$ cat config.mk
export PLATFORM = sky130hd
export DESIGN_NAME = dc_predictor
export DESIGN_NICKNAME = d
export VERILOG_FILES = /design/src/verilog/intra_pkg.sv /design/src/verilog/dc_predictor.sv
export SDC_FILE = /design/constraint.sdc
export NUM_CORES = 1
export LEC_CHECK = 0
export BUFFER_PORTS_ARGS = -buffer_cell sky130_fd_sc_hd__buf_4
export CAP_MARGIN = 15
export CORE_AREA = 2 2 145 147
export DETAILED_ROUTE_END_ITERATION = 10
export DIE_AREA = 0 0 147 149
export PLACE_DENSITY = 0.69
export SYNTH_ARGS = -nofsm -noshare
export SYNTH_HDL_FRONTEND = slang
export SYNTH_SLANG_ARGS = --single-unit
export TNS_END_PERCENT = 50
$ cat constraint.sdc
create_clock -name clk -period 0.8 [get_ports clk]
set_input_delay 0.08 -clock clk [delete_from_list [all_inputs] [get_ports clk]]
set_output_delay 0.08 -clock clk [all_outputs]
set_load 0.01 [all_outputs]
$ cat src/verilog/intra_pkg.sv
/*
 * Sample and macroblock geometry for the luma intra neighbour store.
 * Modules refer to these constants as intra_pkg::NAME.
 */
package intra_pkg;

    // ----------------------------------------
    // Sample geometry
    // ----------------------------------------
    localparam int PIX_W   = 8;
    localparam int MB_SIZE = 16;

    // One row or column, then the whole 16x16 block
    localparam int ROW_W = PIX_W * MB_SIZE;
    localparam int BLK_W = ROW_W * MB_SIZE;

    // Mid-grey DC value when no neighbour exists
    localparam logic [PIX_W-1:0] DC_DEFAULT = PIX_W'(128);

    // Macroblock column and row positions
    localparam int POS_W = 8;

endpackage
$ cat src/verilog/dc_predictor.sv
/*
 * DC intra predictor for 16x16 luma.
 * Sums the available top and left neighbours and registers the rounded mean
 * one cycle after nb_valid.
 */
`timescale 1ns/1ps

module dc_predictor (
    input  logic                        clk,
    input  logic                        rst_n,
    input  logic                        nb_valid,
    input  logic [intra_pkg::ROW_W-1:0] top_row,
    input  logic                        top_avail,
    input  logic [intra_pkg::ROW_W-1:0] left_col,
    input  logic                        left_avail,
    output logic                        dc_valid,
    output logic [intra_pkg::PIX_W-1:0] dc_value
);

    localparam int LOG2_MB = $clog2(intra_pkg::MB_SIZE);
    localparam int SUM_W   = intra_pkg::PIX_W + LOG2_MB;
    localparam int TOT_W   = SUM_W + 1;

    logic [SUM_W-1:0]            top_sum;
    logic [SUM_W-1:0]            left_sum;
    logic [TOT_W-1:0]            both_round;
    logic [SUM_W-1:0]            top_round;
    logic [SUM_W-1:0]            left_round;
    logic [intra_pkg::PIX_W-1:0] dc_next;

    // ----------------------------------------
    // Neighbour sums
    // ----------------------------------------
    always_comb begin
        top_sum  = '0;
        left_sum = '0;
        for (int i = 0; i < intra_pkg::MB_SIZE; i++) begin
            top_sum  = top_sum + SUM_W'(top_row[i*intra_pkg::PIX_W +: intra_pkg::PIX_W]);
            left_sum = left_sum + SUM_W'(left_col[i*intra_pkg::PIX_W +: intra_pkg::PIX_W]);
        end
    end

    // Round to nearest over 32 or 16 samples
    assign both_round = (TOT_W'(top_sum) + TOT_W'(left_sum) + TOT_W'(intra_pkg::MB_SIZE))
                        >> (LOG2_MB + 1);
    assign top_round  = (top_sum + SUM_W'(intra_pkg::MB_SIZE / 2)) >> LOG2_MB;
    assign left_round = (left_sum + SUM_W'(intra_pkg::MB_SIZE / 2)) >> LOG2_MB;

    always_comb begin
        case ({top_avail, left_avail})
            2'b11:   dc_next = both_round[intra_pkg::PIX_W-1:0];
            2'b10:   dc_next = top_round[intra_pkg::PIX_W-1:0];
            2'b01:   dc_next = left_round[intra_pkg::PIX_W-1:0];
            default: dc_next = intra_pkg::DC_DEFAULT;
        endcase
    end

    // ----------------------------------------
    // Output register
    // ----------------------------------------
    always_ff @(posedge clk or negedge rst_n) begin
        if (!rst_n) begin
            dc_valid <= 1'b0;
        end else begin
            dc_valid <= nb_valid;
        end
    end

    // Value holds until the next valid neighbour set
    always_ff @(posedge clk) begin
        if (nb_valid) begin
            dc_value <= dc_next;
        end
    end

endmodule

# ---- Yosys cells after proc, flatten, opt, wreduce, memory -nomap -nowiden
# Index checks and enable logic that the tools add are counted.
dict set report word_totals {
  reg_bits 9
  input_bits 261
  word_cells 40
}
dict set report classes {
  add_sub_neg 34
  eq_ne 3
  muxes 1
}
# op n
set ops {}
lappend ops {{$add A12 B8 Y12} 22}
lappend ops {{$add A11 B8 Y12} 2}
lappend ops {{$add A12 B4 Y12 const B} 2}
lappend ops {{$pmux W8 S3} 1}
lappend ops {{$add A10 B8 Y11} 2}
lappend ops {{$add A9 B8 Y10} 2}
lappend ops {{$add A8 B8 Y9} 2}
lappend ops {{$add A12 B12 Y13} 1}
lappend ops {{$add A13 B5 Y13 const B} 1}
lappend ops {{$eq A2 B2 Y1 const B} 2}
lappend ops {{$eq A2 B1 Y1 const B} 1}

# ---- Logic depth before layout (Yosys ltp)
# Gate-level depths: netlist of the first run.
dict set report depth {
  ltp_word 18
  depth_mapped 27
}

# ---- Least setup slack after synthesis of the first run
# No wires, ideal clock.
dict set report synth_timing {
  kind {in2reg}
  startpoint {input port left_col[98] in the netlist's numbering}
  endpoint {register dc_value[7] in the netlist's numbering (data pin)}
  setup_ns 0.262
  t_arrival_ns 6.210
  required_ns 0.538
  slack_ns -5.672
  cell_stages 25
  n_path_buf 0
  path_cell_list {inv_1 fa_1 fa_1 inv_1 fa_1 fa_1 fa_1 inv_1 fa_1 inv_1 ha_1 fa_1 a211oi_1 o21ai_0 a21oi_1 xnor2_1 ha_1 ha_1 a21o_1 a31oi_1 o31ai_1 a211oi_1 xnor2_1 a21oi_1 o31ai_2}
}
dict set report synth_between {
  elab_chain_cells 7
}
# element line_no
set synth_lines {}
lappend synth_lines {{start: declaration} dc_predictor.sv:14} ;# input logic [intra_pkg::ROW_W-1:0] left_col,
lappend synth_lines {{$add A12 B8 Y12 (*) (4 in series)} dc_predictor.sv:39} ;# left_sum = left_sum + SUM_W'(left_col[i*intra_pkg::PIX_W +: intra_pkg::PIX_W]);
lappend synth_lines {{$add A12 B12 Y13} dc_predictor.sv:44} ;# assign both_round = (TOT_W'(top_sum) + TOT_W'(left_sum) + TOT_W'(intra_pkg::MB_SIZE))
lappend synth_lines {{$add A13 B5 Y13} dc_predictor.sv:44}
lappend synth_lines {{$pmux W8 S3 (*)} dc_predictor.sv:50} ;# case ({top_avail, left_avail})
lappend synth_lines {{net dc_next, one bit} dc_predictor.sv:29} ;# logic [intra_pkg::PIX_W-1:0] dc_next;
lappend synth_lines {{end signal: assignment} dc_predictor.sv:72} ;# dc_value <= dc_next;
lappend synth_lines {{end: declaration} dc_predictor.sv:17} ;# output logic [intra_pkg::PIX_W-1:0] dc_value
# The timed path passes the listed nets; every way through them passes the cells marked *.
# A chain may end at the register's enable or synchronous reset.

# ---- Final worst setup path of the first run
dict set report layout_timing {
  startpoint {input port top_row[74] in the netlist's numbering}
  endpoint {register dc_value[7] in the netlist's numbering (data pin)}
}
dict set report layout_between {
  elab_chain_cells 10
}
# element line_no
set layout_lines {}
lappend layout_lines {{start: declaration} dc_predictor.sv:12} ;# input logic [intra_pkg::ROW_W-1:0] top_row,
lappend layout_lines {{$add A12 B8 Y12 (*) (7 in series)} dc_predictor.sv:38} ;# top_sum = top_sum + SUM_W'(top_row[i*intra_pkg::PIX_W +: intra_pkg::PIX_W]);
lappend layout_lines {{$add A12 B12 Y13} dc_predictor.sv:44}
lappend layout_lines {{$add A13 B5 Y13} dc_predictor.sv:44}
lappend layout_lines {{$pmux W8 S3 (*)} dc_predictor.sv:50}
lappend layout_lines {{net dc_next, one bit} dc_predictor.sv:29}
# Marked as above.

==> results of run 1 <==
registers in the layout, summed over array words and instances, names as in the netlist:
name      count
dc_value      8
dc_valid      1
worst max-delay path by stage:
stage / startpoint / to / slack [ns]
global placement: left_col[50] / dc_value[7] / -5.81
finish: top_row[74] / dc_value[7] / -5.32
global route: left_col[52] / dc_value[7] / -5.60
floorplan: top_row[50] / dc_value[7] / -5.43
CTS: left_col[51] / dc_value[7] / -5.40
detailed placement: left_col[50] / dc_value[7] / -5.87
cell families after synthesis:
| kind of cell | Yosys count | synth area share [%] |
|---|---|---|
| AO/OA/AOI/OAI | 74 | 6.65 |
| XOR/XNOR | 20 | 2.18 |
| adder cells (fa/ha/maj) | 283 | 64.1 |
| buffers and inverters | 377 | 17.6 |
| flip-flops | 9 | 3.29 |
| multiplexers | 6 | 0.855 |
| AND/OR/NAND/NOR | 76 | 5.30 |
stage by stage:
step	worst slack [ns]	hold WS, ns
after floorplan	-5.43	-0.216
after global placement	-5.81	-0.143
after detailed placement	-5.87	-0.142
after CTS	-5.40	0.0679
after global routing	-5.60	0.0738
final	-5.32	0.0727
worst max-delay path: cells and delay by family:
family	cells	cell delay, ns
buffers and inverters	5	0.23
AOI/OAI and AO/OA	8	1.46
adders and majority gates	10	4.02
xor gates and xnor gates	2	0.21
and+or+nand+nor	1	0.12
placed cells by master, fill, tap and decap left out, drive strengths merged, types with 3 or more instances in the layout:
cell type    n
a21o         8
o22ai        4
edfxtp       8
xnor2       17
mux2         4
or2          4
o21a         4
and3         8
or3          4
o21ai        8
nor4b        4
nand2       12
buf        370
fa         216
nor3         7
nand2b       5
inv        375
nand3        7
a211oi       8
a21oi       14
nor2        15
o2111ai      4
clkbuf       4
a31oi        4
xor2         3
a32oi        3
ha          67
routing by layer:
metal  GRT usage (%)  vias up  share of wire, %
met5               0        -                 0
met1            21.9     3182                39
met3            2.54       15               3.8
met2            32.3      108                56
met4            1.92        0               1.1
li1                -     3169                 -
cell type report:
class	instances	area, um^2
inverter	375	1410
sequential	9	265
multi-input combinational	459	6700
fill	1885	8900
timing repair buffer	371	2870
clock buffer	4	78.8
tap	275	344
repair_timing:
| action | in CTS | in global routing |
|---|---|---|
| cloned | 0 | 0 |
| gates resized for setup | 44 | 27 |
| setup endpoints to repair | 17 | 17 |
| hold buffers | 1 | 0 |
| buffers inserted | 11 | 3 |
| endpoints found under the hold margin | 1 | 0 |
| pin swaps | 33 | 16 |
==> impl_metrics.toml, run 1 <==
[drt]
via_count = 6474
first_iter_violations = 127
vias_per_cell = 4.34
wire_per_inst_um = 11.7
ant_nets = 0
drtPass1Iterations = 4
drc_errors = 0
wl_um = 17500

[synth]
ys_seq_area_share_pct = 3.29
syn_avg_cell_area_um2 = 9.53
yosysWarningCount = 0
synth_common_cells = "inv_1 (375), fa_1 (216), ha_1 (67)"
synth_nets = 1389
synthTopCellsByArea = "fa_1 (54%), inv_1 (17%), ha_1 (10%)"
synth_cells = 845
synth_largest_area_cell = "fa_1"
syn_area_um2 = 8050
yosys.area.top_type_share_pct = 53.7
synth-seq-cells = 9
synth-edff-count = 8
yosysUniqueCellTypes = 51
synth_most_common_cell = "inv_1"
synth-async-reset-ratio_pct = 11.1
synth_flop_cell = "edfxtp_1"

[placement]
portBuffers = 269
gp_congestion = 0.818
place_area_um2 = 11200
dp_hpwl_um = 16400
place_inst = 1475

[status]
violations = "negative setup slack"
outcome = "complete, but fails checks"

[timing]
period_needed_ns = 6.12
hold_violations = 0
relSlewSlack_pct = 64.6
setup_viol = 17
fmax_mhz = 163
rsz0062_at_grt = "yes"
fin_crit_sh_pct = 765
drv_slew = 0
worstMarginPinSlew_ns = 0.516
setup-tns-final_ns = -41.99
fin_ws_ns = -5.32

[global_route]
grt_pass1_wl_um = 31100
grt_max_degree = 11
antenna_found_initial = 0
grt_pass1_vias = 7106
track_usage_pct = 17.2
grt_overflow = 0

[floorplan]
die_x_um = 147
start_util_pct = 39.2
core-area_um2 = 20600
rows = 53
ioPinCount = 270
dieArea_um2 = 21900
die_y_um = 149

[clocking]
cts.sinks = 9
htree_levels = 1
clk_path_buf_depth = 2
numCtsBuffers = 3
cts_tree = "built"
path_clk_slew_ns = 0.05
root_buffer = "clkbuf_16"

[hold_path]
hold_class = "input pin to flip-flop"
hold_start = "nb_valid"
hold_path_depth = 1
min_to = "dc_valid"

[finish]
post-route-util_pct = 56.7
instances_no_fill = 1493
num_antenna_cells = 0
drive_above_1_share_pct = 36.0
nets = 1763
design_area_um2 = 11700
area_growth_syn_to_layout_pct = 44.9

[critical_path]
criticalPathCategory = "input pin to flip-flop"
cp_slowest_cell = "fa_1"
cp-end-kind = "flip-flop"
worstPathArrival_ns = 6.12
startpoint_type = "input pin"
critPathMaxFanout = 3
path_common_cell = "fa_1"
slowest_delay_ns = 0.56
required_ns = 0.80

[flow_run]
drv_cap = 0
Power of run 1 is left out: the tool's default activity adds up to more than one toggle a clock period on the data nets, which glitch-free logic cannot reach.
==> run 2: changes to the inputs <==
Settings changed: ABC_AREA set to 1, CORE_AREA 2 2 145 147 to 2 2 148 150, DIE_AREA 0 0 147 149 to 0 0 150 152.
==> impl_metrics.toml, run 2 <==
[clocking]
path_clk_slew_ns = 0.04
cts.sinks = 9
numCtsBuffers = 3
clk_path_buf_depth = 2
root_buffer = "clkbuf_16"
htree_levels = 1
cts_tree = "built"

[finish]
design_area_um2 = 12000
largest_reg_flops = 8
nets = 1893
drive_above_1_share_pct = 34.2
final_common_cell = "inv_1"
num_antenna_cells = 0
most-common-layout-cells = "inv_1 (408), buf_4 (333), fa_1 (213), nand2_1 (100), ha_1 (45)"
largestRegisters = "dc_value (8), dc_valid (1)"
top_register = "dc_value"
area_growth_syn_to_layout_pct = 43.1

[critical_path]
required_ns = 0.77
cp_top_family = "adder cells"
startpoint_type = "input pin"
cp_slowest_cell = "fa_1"
cp-end-kind = "flip-flop"
slowest_delay_ns = 0.57
worstPathArrival_ns = 5.74
critPathMaxFanout = 4
path_common_cell = "fa_1"
critPathBufInv = 6
criticalPathCategory = "input pin to flip-flop"

[floorplan]
core-area_um2 = 21400
start_util_pct = 39.3
die_x_um = 150
rows = 54
ioPinCount = 270
die_y_um = 152
dieArea_um2 = 22800

[timing]
relSlewSlack_pct = 82.8
worstMarginPinSlew_ns = 0.258
fin_crit_sh_pct = 720
rsz0062_at_grt = "yes"
period_needed_ns = 5.76
fin_ws_ns = -4.96
fmax_mhz = 174
drv_slew = 0
hold_violations = 0
setup_viol = 16

[drt]
vias_per_cell = 4.31
drc_errors = 0
wl_um = 18800
first_iter_violations = 166
via_count = 7010
wire_per_inst_um = 11.6
drtPass1Iterations = 4
ant_nets = 0

[synth]
synth-edff-count = 8
synth-seq-cells = 9
synth_largest_area_cell = "fa_1"
syn_avg_cell_area_um2 = 8.41
synth_common_cells = "inv_1 (426), fa_1 (216), nand2_1 (123)"
ys_seq_area_share_pct = 3.16
yosysWarningCount = 0
synth_most_common_cell = "inv_1"
synth_flop_cell = "edfxtp_1"
synth-async-reset-ratio_pct = 11.1
syn_area_um2 = 8390
synth_cells = 997
yosys.area.top_type_share_pct = 51.5
yosysUniqueCellTypes = 35
synth_nets = 1541
synthTopCellsByArea = "fa_1 (52%), inv_1 (19%), ha_1 (10%)"

[global_route]
grt_overflow = 0
track_usage_pct = 17.6
grt_max_degree = 10
grt_pass1_vias = 7899
grt_pass1_wl_um = 33500
antenna_found_initial = 0

[status]
outcome = "complete, but fails checks"
violations = "negative setup slack"

[placement]
gp_congestion = 0.829
portBuffers = 269
dp_hpwl_um = 17800
place_area_um2 = 11500

[hold_path]
hold_class = "input pin to flip-flop"

[flow_run]
drv_cap = 0
run 2: cell types whose count changed in the layout (fill, tap and decap cells not counted), moves of 7 or more:
cell	delta
a21o_1	-7
a21oi_1	+9
and3_1	-7
buf_4	-16
ha_1	-9
ha_4	+9
inv_1	+47
nand2_1	+88
nand2_2	+23
nand3_1	+38
nand3_2	+10
o21ai_1	+7
xnor2_1	-15
run 2: layout make-up:
type	count	area, um^2
fillers	1985	9350
multi-input cells	558	7020
repair buffers	349	2680
inverters	428	1610
well taps	280	350
flip-flops and latches	9	265
clock buffers	4	78.8
run 2: per-stage QoR:
stage          hold WS (ns)  util [%]  std cells  setup slack [ns]  TNS [ns]
6_report             0.0515      56.2       1628             -4.96    -38.43
5_1_grt              0.0635      56.2       1628             -5.24    -40.66
4_1_cts              0.0484      55.6       1624             -4.94    -38.17
3_5_place_dp         -0.141      53.8       1616             -5.30    -40.95
3_3_place_gp         -0.145      53.8       1616             -5.28    -40.67
2_1_floorplan        -0.216         -        997             -4.88    -37.22
run 2: final timing paths:
kind | from | to | cells after the start
setup / recovery | top_row[2] | dc_value[7] | 29
hold / removal | nb_valid | dc_valid | 1
max in group asynchronous | rst_n | dc_valid | 2
min in group asynchronous | rst_n | dc_valid | 2
run 2: kinds of logic after synthesis:
| logic type | count (synthesis) | share of synthesized area, % |
|---|---|---|
| AOI/OAI and AO/OA | 52 | 3.65 |
| DFF | 9 | 3.16 |
| and+or+nand+nor | 223 | 12.4 |
| buffers and inverters | 430 | 19.3 |
| adders and majority gates | 283 | 61.5 |
run 2: what timing repair did:
item / 4_1_cts / 5_1_grt
gates cloned: 0 / 0
pin swaps: 50 / 19
endpoints found under the setup margin: 17 / 17
gates resized for setup: 66 / 33
hold buffers: 1 / 0
hold endpoints to repair: 1 / 0
setup buffers: 3 / 4
run 2: per-layer routing:
metal  GRT usage, %  vias to the layer above  wire [um]
met5              0                        -          0
met2           34.4                      101      10800
met4           2.56                        0        232
met1           21.2                     3414       7280
li1               -                     3477          -
met3           1.17                       18        520
Power of run 2 is left out for the same reason.
==> run 3: changes to the inputs <==
Settings changed: CORE_AREA 2 2 148 150 to 2 2 128 130, DIE_AREA 0 0 150 152 to 0 0 130 132, PLACE_DENSITY 0.69 to 0.84.
==> impl_metrics.toml, run 3 (same netlist as run 2, synthesis figures left out) <==
[critical_path]
criticalPathCategory = "input pin to flip-flop"
slowest_delay_ns = 0.55
cp-end-kind = "flip-flop"
cp_slowest_cell = "fa_1"
critPathBufInv = 6
critPathMaxFanout = 5
startpoint_type = "input pin"
path_common_cell = "fa_1"
worstPathArrival_ns = 5.95
cp_top_family = "adder cells"
required_ns = 0.89

[status]
outcome = "complete, but fails checks"
violations = "negative setup slack"

[global_route]
grt_pass1_vias = 8295
antenna_found_initial = 0
met1_usage_pct = 28.6
track_usage_pct = 25.3
met3_usage_pct = 1.95
met2_usage_pct = 49.4
top_usage_layer = "met2"
grt_max_degree = 10
grt_pass1_wl_um = 35300
grt_overflow = 0

[clocking]
htree_levels = 1
cts_tree = "built"
clk_path_buf_depth = 2
path_clk_slew_ns = 0.04
numCtsBuffers = 3
cts.sinks = 9
root_buffer = "clkbuf_16"

[timing]
fmax_mhz = 171
worstMarginPinSlew_ns = 0.353
fin_crit_sh_pct = 733
hold_ws_ns = 0.0556
period_needed_ns = 5.86
relSlewSlack_pct = 76.4
setup_viol = 17
hold_violations = 0
drv_slew = 0
fin_ws_ns = -5.06
rsz0062_at_grt = "yes"

[floorplan]
die_y_um = 132
start_util_pct = 53.4
dieArea_um2 = 17200
die_x_um = 130
core-area_um2 = 15700
rows = 46
ioPinCount = 270

[flow_run]
drv_cap = 0

[finish]
final_common_cell = "inv_1"
num_antenna_cells = 0
multiInputGateArea_um2 = 7280
fill_cells = 961
most-common-layout-cells = "inv_1 (405), buf_4 (328), fa_1 (209), nand2_1 (88), nand3_1 (39)"
nets = 1894
top_register = "dc_value"
largest_reg_flops = 8
drive_above_1_share_pct = 37.3
area_growth_syn_to_layout_pct = 45.6
regArea_um2 = 265
design_area_um2 = 12200
largestRegisters = "dc_value (8), dc_valid (1)"

[drt]
drtPass1Iterations = 5
via_count = 7526
ant_nets = 0
wl_um = 22700
vias_per_cell = 4.81
wire_per_inst_um = 14.5
first_iter_violations = 316
drc_errors = 0

[placement]
dp_hpwl_um = 18300
gp_congestion = 0.894
portBuffers = 269
place_area_um2 = 11400
pre_cts_ws_ns = -5.25

[hold_path]
hold_class = "input pin to flip-flop"
[run 3: cell count changes in the layout (fill, tap and decap cells not counted), sizes merged]
cell,change
buf,+1
[run 3: routing by layer]
metal / share of wire (%) / wire length (um)
met4: 3.8 / 854
met5: 0 / 0
met1: 33 / 7560
met2: 58 / 13200
met3: 4.8 / 1100
[run 3: path summary, 6_finish.rpt]
kind / startpoint / endpoint / slack, ns / cells after the start
setup / recovery: left_col[50] / dc_value[6] / -5.06 / 29
hold / removal: nb_valid / dc_valid / 0.06 / 1
max in group asynchronous: rst_n / dc_valid / 0.56 / 2
min in group asynchronous: rst_n / dc_valid / 0.16 / 2
[run 3: area by class of cell]
cell class,count,share of cell area [%]
inverter,428,13.2
multi-input combinational,558,59.6
sequential,9,2.17
clock buffer,4,0.645
tap,216,2.21
timing repair buffer,350,22.2
[run 3: through the flow]
stage               utilization (%)  instances  setup TNS (ns)
floorplan                         -        997          -37.22
global placement               72.4       1548          -40.36
detailed placement             72.4       1548          -41.04
CTS                            75.2       1558          -38.09
global route                   77.7       1565          -40.97
finish                         77.7       1565          -39.15
[run 3: repair_timing]
item,in CTS,in global routing
hold endpoints to repair,1,0
hold buffers,1,0
setup endpoints to repair,16,17
resized for setup,78,82
pin swaps,55,53
buffers inserted,6,7
Power of run 3 is left out for the same reason.
